[src/host_bus_pkg.sv]
// register bus widths, request and response structs, fixed test word
package host_bus_pkg;

   localparam int DATA_WIDTH      = 32;
   localparam int REG_ADDR_WIDTH  = 32;
   localparam int TERM_ADDR_WIDTH = 16;

   // returned at odd register addresses, inverted at even ones
   localparam logic [DATA_WIDTH-1:0] PATTERN_WORD = 32'hBBAA9988;

   // request from the host, held until the access completes
   typedef struct packed {
      logic [TERM_ADDR_WIDTH-1:0] term_addr;
      logic [REG_ADDR_WIDTH-1:0]  reg_addr;
      logic                       read;
      logic                       write;
      logic [DATA_WIDTH-1:0]      wdata;
   } host_req_t;

   // response from a terminal
   typedef struct packed {
      logic [DATA_WIDTH-1:0] rdata;
      logic                  read_rdy;
      logic                  write_rdy;
   } host_resp_t;

endpackage

[src/mem_port_pkg.sv]
// memory controller user port widths, command codes and port structs
package mem_port_pkg;

   localparam int MEM_ADDR_WIDTH = 30;
   localparam int MEM_DATA_WIDTH = 32;
   localparam int BURST_WIDTH    = 6;

   localparam logic [2:0] CMD_WRITE = 3'b000;
   localparam logic [2:0] CMD_READ  = 3'b001;

   typedef struct packed {
      logic                      cmd_en;
      logic [2:0]                instr;
      logic [BURST_WIDTH-1:0]    bl;
      logic [MEM_ADDR_WIDTH-1:0] byte_addr;
   } mem_cmd_t;

   // write mask is tied to zero inside the controller wrapper
   typedef struct packed {
      logic                      wr_en;
      logic [MEM_DATA_WIDTH-1:0] wr_data;
   } mem_wr_t;

   typedef struct packed {
      logic rd_en;
   } mem_rd_req_t;

   // flags and read data coming back from the port
   typedef struct packed {
      logic                      cmd_full;
      logic                      wr_full;
      logic                      rd_empty;
      logic [MEM_DATA_WIDTH-1:0] rd_data;
      logic                      wr_underrun;
      logic                      wr_error;
      logic                      rd_overflow;
      logic                      rd_error;
      logic                      calib_done;
   } mem_port_status_t;

endpackage

[src/term_router.sv]
// terminal address decode, strobe steering, response mux and pattern terminal
`timescale 1ns/1ps

module term_router
   import host_bus_pkg::*;
#(
   parameter logic [TERM_ADDR_WIDTH-1:0] TERM_PATTERN   = 16'h0001,
   parameter logic [TERM_ADDR_WIDTH-1:0] TERM_DRAM      = 16'h0002,
   parameter logic [TERM_ADDR_WIDTH-1:0] TERM_DRAM_CTRL = 16'h0003
) (
   input  logic       ifclk,
   input  logic       reset,
   input  host_req_t  host_req,
   output host_resp_t host_resp,
   output host_req_t  ctrl_req,
   input  host_resp_t ctrl_resp,
   output host_req_t  dram_req,
   input  host_resp_t dram_resp,
   output host_req_t  user_req,
   input  host_resp_t user_resp
);

   localparam int SEL_PATTERN = 0;
   localparam int SEL_CTRL    = 1;
   localparam int SEL_DRAM    = 2;
   localparam int SEL_USER    = 3;

   logic [3:0] sel;
   host_resp_t pattern_resp;

   // copy of the request with strobes masked off unless selected
   function automatic host_req_t steer(input host_req_t req, input logic en);
      host_req_t gated;
      gated       = req;
      gated.read  = req.read & en;
      gated.write = req.write & en;
      return gated;
   endfunction

   // one-hot decode, anything unknown goes to the user terminal
   always_comb begin
      sel = '0;
      if (host_req.term_addr == TERM_PATTERN) begin
         sel[SEL_PATTERN] = 1'b1;
      end else if (host_req.term_addr == TERM_DRAM_CTRL) begin
         sel[SEL_CTRL] = 1'b1;
      end else if (host_req.term_addr == TERM_DRAM) begin
         sel[SEL_DRAM] = 1'b1;
      end else begin
         sel[SEL_USER] = 1'b1;
      end
   end

   assign ctrl_req = steer(host_req, sel[SEL_CTRL]);
   assign dram_req = steer(host_req, sel[SEL_DRAM]);
   assign user_req = steer(host_req, sel[SEL_USER]);

   // test terminal answers at once, writes go nowhere
   assign pattern_resp.rdata     = host_req.reg_addr[0] ? PATTERN_WORD : ~PATTERN_WORD;
   assign pattern_resp.read_rdy  = 1'b1;
   assign pattern_resp.write_rdy = 1'b1;

   always_comb begin
      if (sel[SEL_PATTERN]) begin
         host_resp = pattern_resp;
      end else if (sel[SEL_CTRL]) begin
         host_resp = ctrl_resp;
      end else if (sel[SEL_DRAM]) begin
         host_resp = dram_resp;
      end else begin
         host_resp = user_resp;
      end
   end

endmodule

[src/dram_status_terminal.sv]
// memory status terminal with calib_done synchronizer and sticky port errors
`timescale 1ns/1ps

module dram_status_terminal
   import host_bus_pkg::*;
   import mem_port_pkg::*;
(
   input  logic             ifclk,
   input  logic             reset,
   input  host_req_t        req,
   output host_resp_t       resp,
   input  mem_port_status_t port_status
);

   logic [1:0]            calib_sync;
   logic [3:0]            sticky;
   logic [3:0]            err_flags;
   logic                  reg0_sel;
   logic                  clear;
   logic [DATA_WIDTH-1:0] status_word;

   assign err_flags = {port_status.rd_error, port_status.rd_overflow,
                       port_status.wr_error, port_status.wr_underrun};

   assign reg0_sel = (req.reg_addr == '0);

   // terminal is always ready, so a strobe means completion
   assign clear = req.write & reg0_sel;

   always_ff @(posedge ifclk) begin
      if (reset) begin
         calib_sync <= 2'b00;
      end else begin
         calib_sync <= {calib_sync[0], port_status.calib_done};
      end
   end

   // a flag raised in the same cycle as the clear still sticks
   always_ff @(posedge ifclk) begin
      if (reset) begin
         sticky <= 4'b0000;
      end else begin
         sticky <= (clear ? 4'b0000 : sticky) | err_flags;
      end
   end

   always_comb begin
      status_word      = '0;
      status_word[0]   = calib_sync[1];
      status_word[7:4] = sticky;
   end

   assign resp.rdata     = reg0_sel ? status_word : '0;
   assign resp.read_rdy  = 1'b1;
   assign resp.write_rdy = 1'b1;

endmodule

[src/dram_bridge.sv]
// register bus to memory port bridge for single-word reads and writes
`timescale 1ns/1ps

module dram_bridge
   import host_bus_pkg::*;
   import mem_port_pkg::*;
(
   input  logic             ifclk,
   input  logic             reset,
   input  host_req_t        req,
   output host_resp_t       resp,
   output mem_cmd_t         mem_cmd,
   output mem_wr_t          mem_wr,
   output mem_rd_req_t      mem_rd,
   input  mem_port_status_t port_status
);

   typedef enum logic [2:0] {
      ST_IDLE,
      ST_PUSH_WR,
      ST_ISSUE_WR,
      ST_ISSUE_RD,
      ST_WAIT_DATA,
      ST_HOLD_DATA
   } state_t;

   state_t                    state;
   state_t                    state_nxt;
   logic [MEM_ADDR_WIDTH-1:0] addr_q;
   logic [DATA_WIDTH-1:0]     wdata_q;
   logic [DATA_WIDTH-1:0]     rdata_q;
   logic                      wr_accept;
   logic                      rd_accept;
   logic                      rd_done;

   // write needs room for both the word and the command up front
   assign resp.write_rdy = (state == ST_IDLE) & req.write &
                           ~port_status.wr_full & ~port_status.cmd_full;
   assign resp.read_rdy  = (state == ST_HOLD_DATA);
   assign resp.rdata     = rdata_q;

   assign wr_accept = resp.write_rdy;
   assign rd_accept = (state == ST_IDLE) & req.read;
   assign rd_done   = resp.read_rdy & req.read;

   always_comb begin
      state_nxt = state;
      case (state)
         ST_IDLE: begin
            if (wr_accept) begin
               state_nxt = ST_PUSH_WR;
            end else if (rd_accept) begin
               state_nxt = ST_ISSUE_RD;
            end
         end
         ST_PUSH_WR: begin
            if (!port_status.wr_full) begin
               state_nxt = ST_ISSUE_WR;
            end
         end
         ST_ISSUE_WR: begin
            if (!port_status.cmd_full) begin
               state_nxt = ST_IDLE;
            end
         end
         ST_ISSUE_RD: begin
            if (!port_status.cmd_full) begin
               state_nxt = ST_WAIT_DATA;
            end
         end
         ST_WAIT_DATA: begin
            if (!port_status.rd_empty) begin
               state_nxt = ST_HOLD_DATA;
            end
         end
         ST_HOLD_DATA: begin
            if (rd_done) begin
               state_nxt = ST_IDLE;
            end
         end
         default: begin
            state_nxt = ST_IDLE;
         end
      endcase
   end

   always_ff @(posedge ifclk) begin
      if (reset) begin
         state <= ST_IDLE;
      end else begin
         state <= state_nxt;
      end
   end

   // register addresses are word addresses on the host side
   always_ff @(posedge ifclk) begin
      if (wr_accept || rd_accept) begin
         addr_q <= {req.reg_addr[MEM_ADDR_WIDTH-3:0], 2'b00};
      end
      if (wr_accept) begin
         wdata_q <= req.wdata;
      end
      if (state == ST_WAIT_DATA && !port_status.rd_empty) begin
         rdata_q <= port_status.rd_data;
      end
   end

   assign mem_cmd.cmd_en    = (state == ST_ISSUE_WR) | (state == ST_ISSUE_RD);
   assign mem_cmd.instr     = (state == ST_ISSUE_RD) ? CMD_READ : CMD_WRITE;
   assign mem_cmd.bl        = '0;
   assign mem_cmd.byte_addr = addr_q;

   assign mem_wr.wr_en   = (state == ST_PUSH_WR);
   assign mem_wr.wr_data = wdata_q;

   // word stays in the read FIFO until the host takes it
   assign mem_rd.rd_en = rd_done;

endmodule

[src/board_top.sv]
// board top level joining terminal router, memory status terminal and memory bridge
`timescale 1ns/1ps

module board_top
   import host_bus_pkg::*;
   import mem_port_pkg::*;
#(
   parameter logic [TERM_ADDR_WIDTH-1:0] TERM_PATTERN   = 16'h0001,
   parameter logic [TERM_ADDR_WIDTH-1:0] TERM_DRAM      = 16'h0002,
   parameter logic [TERM_ADDR_WIDTH-1:0] TERM_DRAM_CTRL = 16'h0003
) (
   input  logic             ifclk,
   input  logic             reset,
   input  host_req_t        host_req,
   output host_resp_t       host_resp,
   output host_req_t        user_req,
   input  host_resp_t       user_resp,
   output mem_cmd_t         mem_cmd,
   output mem_wr_t          mem_wr,
   output mem_rd_req_t      mem_rd,
   input  mem_port_status_t port_status
);

   host_req_t  ctrl_req;
   host_resp_t ctrl_resp;
   host_req_t  dram_req;
   host_resp_t dram_resp;

   term_router #(
      .TERM_PATTERN   (TERM_PATTERN),
      .TERM_DRAM      (TERM_DRAM),
      .TERM_DRAM_CTRL (TERM_DRAM_CTRL)
   ) u_term_router (
      .ifclk     (ifclk),
      .reset     (reset),
      .host_req  (host_req),
      .host_resp (host_resp),
      .ctrl_req  (ctrl_req),
      .ctrl_resp (ctrl_resp),
      .dram_req  (dram_req),
      .dram_resp (dram_resp),
      .user_req  (user_req),
      .user_resp (user_resp)
   );

   dram_status_terminal u_dram_status (
      .ifclk       (ifclk),
      .reset       (reset),
      .req         (ctrl_req),
      .resp        (ctrl_resp),
      .port_status (port_status)
   );

   // only memory port 0 is used
   dram_bridge u_dram_bridge (
      .ifclk       (ifclk),
      .reset       (reset),
      .req         (dram_req),
      .resp        (dram_resp),
      .mem_cmd     (mem_cmd),
      .mem_wr      (mem_wr),
      .mem_rd      (mem_rd),
      .port_status (port_status)
   );

endmodule

[config.mk]
export PLATFORM = sky130hd
export DESIGN_NAME = board_top
export DESIGN_NICKNAME = d
export VERILOG_FILES = /design/src/host_bus_pkg.sv /design/src/mem_port_pkg.sv /design/src/term_router.sv /design/src/dram_status_terminal.sv /design/src/dram_bridge.sv /design/src/board_top.sv
export SDC_FILE = /design/constraint.sdc
export NUM_CORES = 1
export LEC_CHECK = 0
export BUFFER_PORTS_ARGS = -buffer_cell sky130_fd_sc_hd__buf_2
export CORE_AREA = 2 2 134 136
export DETAILED_ROUTE_END_ITERATION = 10
export DIE_AREA = 0 0 136 138
export PLACE_DENSITY = 0.74
export SYNTH_ARGS = -nofsm -noshare
export SYNTH_HDL_FRONTEND = slang
export SYNTH_HIERARCHICAL = 1
export SYNTH_SLANG_ARGS = --single-unit
[constraint.sdc]
create_clock -name ifclk -period 6.2 [get_ports ifclk]
set_input_delay 0.93 -clock ifclk [delete_from_list [all_inputs] [get_ports ifclk]]
set_output_delay 0.93 -clock ifclk [all_outputs]
set_load 0.01 [all_outputs]
==> results of run 1 <==
-- critical path, cell delays in order --
cell and delay [ns]:
buf_2 0.11, nor4_2 0.34, and4_1 0.24, buf_4 0.38
and3_1 0.91, a211oi_2 0.17, buf_2 0.19
-- area by class of cell --
cell class | count | area (um^2) | area share
inverters | 4 | 15.0 | 0.00222
flip-flops and latches | 101 | 2940 | 0.436
multi-input cells | 248 | 1470 | 0.217
clock inverters | 7 | 81.3 | 0.0120
repair buffers | 343 | 1730 | 0.257
diodes | 1 | 2.50 | 0.000371
clock buffers | 9 | 225 | 0.0334
well taps | 229 | 287 | 0.0424
-- layer usage --
metal / track usage / routed length, um / up-vias
li1: - / - / 1974
met1: 0.193 / 6170 / 1939
met2: 0.269 / 7580 / 191
met3: 0.0477 / 1310 / 14
met4: 0.0455 / 193 / 2
met5: 0 / 13 / -
-- power by group through the flow --
stage	Combinational, mW	Clock, mW	Sequential, mW
after floorplan	0.156	0	0.759
after global placement	0.162	0	0.760
after detailed placement	0.166	0	0.760
after CTS	0.166	0.609	0.744
after global routing	0.182	0.630	0.744
final	0.166	0.587	0.744
-- stage by stage --
stage,worst slack (ns),instance area [um^2],utilization
6_report,1.97,6750,0.385
5_1_grt,1.78,6750,0.385
4_1_cts,1.92,6750,0.385
3_5_place_dp,1.92,6440,0.367
3_3_place_gp,1.99,6440,0.367
2_1_floorplan,1.62,6170,-
-- flip-flops by register name, summed over array words and instances (netlist names) --
| name | cells |
|---|---|
| u_dram_status/sticky | 4 |
| u_dram_bridge/addr_q | 28 |
| u_dram_bridge/rdata_q | 32 |
| u_dram_bridge/state | 3 |
| u_dram_status/calib_sync | 2 |
| u_dram_bridge/wdata_q | 32 |
-- final timing paths --
check                           cells after the start                        start                     endpoint
worst min register to register                      1  u_dram_status/calib_sync[0]  u_dram_status/calib_sync[1]
worst max-delay path                                7                 host_req[80]                host_resp[25]
worst min-delay path                                1  u_dram_status/calib_sync[0]  u_dram_status/calib_sync[1]
worst max register to register                      3       u_dram_bridge/state[0]    u_dram_bridge/wdata_q[23]
==> results.rst, run 1 <==
.. list-table::
   :header-rows: 1

   * - Metric
     - Value
   * - Outcome
     - finished, final reports clean
   * - Final setup skew
     - 0.0101 ns
   * - Static power due to leakage
     - 3.03 nW
   * - Sum of routed wire length over all layers
     - 15300 um
   * - CORE AREA
     - 17500 um^2
   * - Power Density
     - 222 nW/um^2
   * - Kind of path behind the tightest hold check
     - register to register
   * - Antenna Nets Post-Route
     - 0
   * - Growth of design area from synthesis to finish
     - 11.9%
   * - Maximum net fanout on the critical path
     - 39
   * - Combined area of all synthesized cells
     - 6030 um^2
   * - Vias in the first global route
     - 4044
   * - PostCTS Resize Cnt
     - 0
   * - Clock root cell
     - clkbuf_16
   * - Total number of vias
     - 4120
   * - Hold-fix buffer count after cts
     - 0
   * - Clock transition at the registers of the reported paths
     - 0.07 ns
   * - Global-route wire length before repair
     - 22400 um
   * - Die Height
     - 138 um
   * - Fill cell instance count of the final layout
     - 1776
   * - Die area
     - 18800 um^2
   * - Setup repair after global routing missed its margin
     - false
   * - Type of the setup path with the least slack
     - input port to output pin
   * - WP data required
     - 5.27 ns
   * - Synth Area per Inst
     - 10.9 um^2
   * - Total number of yosys warnings
     - 6
   * - Commonest non-fill, non-tap cells in the layout
     - 337 x buf_2, 92 x edfxtp_1, 43 x nor2_1, 42 x a21oi_1, 39 x conb_1
   * - Post-detailed-route DRC marker count
     - 0
   * - Layout cell share with drive strength beyond 1
     - 0.551
   * - Horizontal die dimension
     - 136 um
   * - Max-slew violations
     - 0
   * - Net count of the finished layout
     - 865
   * - TritonCTS clock tree
     - done
   * - Fin Setup TNS
     - 0 ns
   * - Part of the total power dissipated in combinational logic
     - 0.111
   * - Normalized max-slew margin
     - 0.321
   * - Peak supply drop
     - 0.000113 V
   * - Final Hold Vio Count
     - 0
   * - Tot Pwr
     - 1.50 mW
   * - Number of standard cells in the final layout excluding fillers
     - 942
   * - Pin count of the biggest net entering global routing
     - 40
   * - CP Launch Type
     - input port
   * - Portion of total power attributed to the clock network
     - 0.392
   * - Seq pwr share
     - 0.497
   * - Worst hold slack across all endpoints
     - 0.448 ns
   * - Switching Power
     - 0.359 mW
   * - Clock latency at the later pin of the worst-skew pair
     - 0.35 ns
   * - Most common library cell in the layout ignoring fill and taps
     - buf_2
   * - Endpoint arrival time on the critical path
     - 3.30 ns
   * - HPWL after detailed placement
     - 11700 um
   * - Vias per inst
     - 4.37
   * - RD Place Congestion
     - 0.863
   * - Maximum buffer depth of the clock tree
     - 2
   * - Total of endpoints with negative setup slack in the final report
     - 0
   * - Net Sw Frac
     - 0.240
   * - Achievable Freq
     - 236 MHz
   * - Antenna violations before repair
     - 3
   * - Internal Pwr Total
     - 1.14 mW
   * - Final period util
     - 0.682
   * - Router iterations before antenna repair
     - 4
   * - Number of max-cap violations
     - 0
   * - Post-Place Cells
     - 925
   * - Time the worst path needs with I/O delays and setup
     - 4.23 ns
   * - Clk sink count
     - 101
   * - I/O pin total
     - 348
   * - Number of levels the H-tree was split into
     - 3
   * - Initial core utilization
     - 0.344
   * - Sum of overflow across all layers after global routing
     - 0
   * - Number of CTS-inserted buffers
     - 9
   * - Violation count after the first detailed-routing iteration
     - 170
   * - Routed len/inst
     - 16.2 um
   * - Number of buffer cells added on primary ports
     - 337
   * - Floorplan row count
     - 49
   * - Worst Tran Pin Value
     - 1.02 ns
   * - Cell count after synthesis
     - 553
   * - Number of buffers inserted to repair setup after CTS
     - 0
   * - Flop2flop setup slack
     - 4.50 ns
   * - GRT Total Usage
     - 0.158
   * - Element type at the critical path end
     - output pin
Power figures use the tool's default switching activity.
==> inputs of run 2 (changes only) <==
--- a/config.mk
+++ b/config.mk
@@ -5,10 +5,11 @@
 export SDC_FILE = /design/constraint.sdc
 export NUM_CORES = 1
 export LEC_CHECK = 0
+export ABC_AREA = 1
 export BUFFER_PORTS_ARGS = -buffer_cell sky130_fd_sc_hd__buf_2
-export CORE_AREA = 2 2 134 136
+export CORE_AREA = 2 2 137 139
 export DETAILED_ROUTE_END_ITERATION = 10
-export DIE_AREA = 0 0 136 138
+export DIE_AREA = 0 0 139 141
 export PLACE_DENSITY = 0.74
 export SYNTH_ARGS = -nofsm -noshare
 export SYNTH_HDL_FRONTEND = slang
==> constraint.sdc (replaced) <==
create_clock -name ifclk -period 3.9 [get_ports ifclk]
set_input_delay 0.585 -clock ifclk [delete_from_list [all_inputs] [get_ports ifclk]]
set_output_delay 0.585 -clock ifclk [all_outputs]
set_load 0.01 [all_outputs]
==> run 2 against run 1 <==
Sequential share of layout area fell by 3.2 points. Sequential power rose by 63%. Worst setup slack got worse by 1.1 ns. First-iteration DRC count rose by 58%. Largest power group unchanged. Synthesized cell count rose by 33%. Clock skew fell by 0.0011 ns. Largest cell class unchanged.
==> results.rst, run 2 <==
.. list-table::
   :header-rows: 1

   * - Metric
     - Value
   * - CP Launch Type
     - input port
   * - Cell count after synthesis
     - 738 (+33%)
   * - Net count of the finished layout
     - 1051 (+22%)
   * - Type of the setup path with the least slack
     - input port to output pin
   * - Endpoint arrival time on the critical path
     - 2.45 ns (-0.85 ns)
   * - Maximum net fanout on the critical path
     - 54 (+38%)
   * - Hold-fix buffer count after cts
     - 0 (unchanged)
   * - Commonest non-fill, non-tap cells in the layout
     - 337 x buf_2, 161 x nand2_1, 92 x edfxtp_1, 77 x nand3_1, 50 x inv_1
   * - PostCTS Resize Cnt
     - 0 (unchanged)
   * - Power Density
     - 351 nW/um^2 (+58%)
   * - Die area
     - 19600 um^2 (+4.4%)
   * - Peak supply drop
     - 0.000272 V (+140%)
   * - Max-slew violations
     - 0 (unchanged)
   * - Element type at the critical path end
     - output pin
   * - Sum of overflow across all layers after global routing
     - 0 (unchanged)
   * - Normalized max-slew margin
     - 0.308 (-0.0129)
   * - Post-place instance area
     - 6970 um^2 (+8.2%)
   * - Antenna violations before repair
     - 2 (-1)
   * - Vias in the first global route
     - 4704 (+16%)
   * - Clk sink count
     - 101 (unchanged)
   * - Layout cell share with drive strength beyond 1
     - 0.429 (-0.122)
   * - TritonCTS clock tree
     - done
   * - Clock transition at the registers of the reported paths
     - 0.08 ns (about the same)
   * - Antenna Nets Post-Route
     - 0 (unchanged)
   * - Pin count of the biggest net entering global routing
     - 55 (+38%)
   * - Finished layout cell area
     - 7290 um^2 (+8.0%)
   * - Final period util
     - 0.779
   * - Kind of path behind the tightest hold check
     - input port to register
   * - Fill cell instance count of the final layout
     - 1872 (+5.4%)
   * - Horizontal die dimension
     - 139 um (+2.2%)
   * - HPWL after detailed placement
     - 12900 um (+10%)
   * - Static power due to leakage
     - 3.65 nW (+20%)
   * - Number of standard cells in the final layout excluding fillers
     - 1134 (+20%)
   * - GRT Total Usage
     - 0.164 (+0.00514)
   * - Violation count after the first detailed-routing iteration
     - 268 (+58%)
   * - Cell depth of the worst flop-to-flop path
     - 3 (unchanged)
   * - Final Hold Vio Count
     - 0 (unchanged)
   * - Hold EP
     - u_dram_bridge/rdata_q[5]
   * - Clock root cell
     - clkbuf_16
   * - Regs by FF count
     - u_dram_bridge/rdata_q x32, u_dram_bridge/wdata_q x32, u_dram_bridge/addr_q x28
   * - Final setup skew
     - 0.00897 ns (-0.00115 ns)
   * - Final Util
     - 0.399 (+0.0140)
   * - Combined area of all synthesized cells
     - 6480 um^2 (+7.4%)
   * - CORE AREA
     - 18300 um^2 (+4.2%)
   * - Critical R2R Capture
     - u_dram_bridge/rdata_q[30]
   * - Total number of vias
     - 4946 (+20%)
   * - Flop2flop setup slack
     - 1.94 ns (-2.56 ns)
   * - Fin Setup TNS
     - 0 ns (unchanged)
   * - Outcome
     - finished, final reports clean
   * - Time the worst path needs with I/O delays and setup
     - 3.04 ns
   * - Number of buffers inserted to repair setup after CTS
     - 0 (unchanged)
   * - Floorplan row count
     - 50 (+2.0%)
   * - Die Height
     - 141 um (+2.2%)
   * - Number of levels the H-tree was split into
     - 3 (unchanged)
   * - RD Place Congestion
     - 0.848 (-1.7%)
   * - Initial core utilization
     - 0.355 (+0.0107)
   * - Worst Tran Pin Value
     - 1.04 ns (+0.0169 ns)
   * - Hold Startpoint
     - port_status[10]
   * - Most common library cell in the layout ignoring fill and taps
     - buf_2
   * - Global-route wire length before repair
     - 24700 um (+10%)
   * - Post-Place Cells
     - 1116 (+21%)
   * - Total number of yosys warnings
     - 6 (unchanged)
   * - Synth Area per Inst
     - 8.78 um^2 (-20%)
   * - Post-detailed-route DRC marker count
     - 0 (unchanged)
   * - Number of buffer cells added on primary ports
     - 337 (unchanged)
   * - Number of CTS-inserted buffers
     - 9 (unchanged)
   * - Routed len/inst
     - 14.7 um (-9.3%)
   * - Number of max-cap violations
     - 0 (unchanged)
   * - Growth of design area from synthesis to finish
     - 12.5%
   * - Multi-input gate area in the final layout
     - 1800 um^2 (+23%)
   * - I/O pin total
     - 348 (unchanged)
   * - Clock latency at the later pin of the worst-skew pair
     - 0.35 ns (about the same)
   * - WP data required
     - 3.31 ns (-1.96 ns)
   * - Maximum buffer depth of the clock tree
     - 2 (unchanged)
   * - Vias per inst
     - 4.36 (-0.28%)
   * - Worst hold slack across all endpoints
     - 0.402 ns (-0.0456 ns)
   * - Router iterations before antenna repair
     - 4 (unchanged)
   * - Origin of the critical flop-to-flop path
     - u_dram_bridge/state[0]
   * - Sum of routed wire length over all layers
     - 16700 um (+9.2%)
   * - Flip-flop and latch area
     - 2940 um^2 (unchanged)
   * - Instance count along the most critical hold path
     - 1 (unchanged)
   * - Achievable Freq
     - 329 MHz
   * - Setup repair after global routing missed its margin
     - false
   * - Total of endpoints with negative setup slack in the final report
     - 0 (unchanged)
[run 2: cell type report]
class | instances | area share
clock inverters | 7 | 0.0124
flip-flops and latches | 101 | 0.404
well taps | 234 | 0.0402
clock buffers | 9 | 0.0309
multi-input cells | 386 | 0.247
inverters | 50 | 0.0258
diodes | 2 | 0.000687
repair buffers | 345 | 0.240
[run 2: worst max path at each step]
stage | from | endpoint | slack [ns]
2_1_floorplan | host_req[73] | host_resp[0] | 0.35
3_3_place_gp | host_req[79] | host_resp[1] | 0.90
3_5_place_dp | host_req[79] | host_resp[29] | 0.88
4_1_cts | host_req[79] | host_resp[29] | 0.88
5_1_grt | host_req[75] | host_resp[28] | 0.69
6_report | host_req[79] | host_resp[29] | 0.86
[run 2: critical path: stages]
cell,delay (ns)
buf_2,0.11
nor2_1,0.10
nand2_1,0.13
nor2_4,0.39
buf_4,0.54
nand3_1,0.16
nand3_1,0.13
nand2_1,0.06
nand2_1,0.06
buf_2,0.15
[run 2: layer usage]
layer,up-vias,global-route usage,wire length [um]
met2,237,0.288,8420
met3,20,0.0472,1280
met4,0,0.0585,318
met1,2259,0.190,6650
met5,-,0,0
li1,2430,-,-
[run 2: power by group]
group / leakage (nW) / switching, mW / internal (mW)
registers: 0.901 / 0.0191 / 1.20
logic: 2.59 / 0.220 / 0.166
clock network: 0.155 / 0.439 / 0.515
total: 3.65 / 0.678 / 1.88
[run 2: stage by stage]
stage / worst slack (ns) / power (mW)
detailed placement: 0.883 / 1.62
finish: 0.864 / 2.55
global placement: 0.901 / 1.62
global route: 0.689 / 2.67
CTS: 0.875 / 2.59
floorplan: 0.349 / 1.58
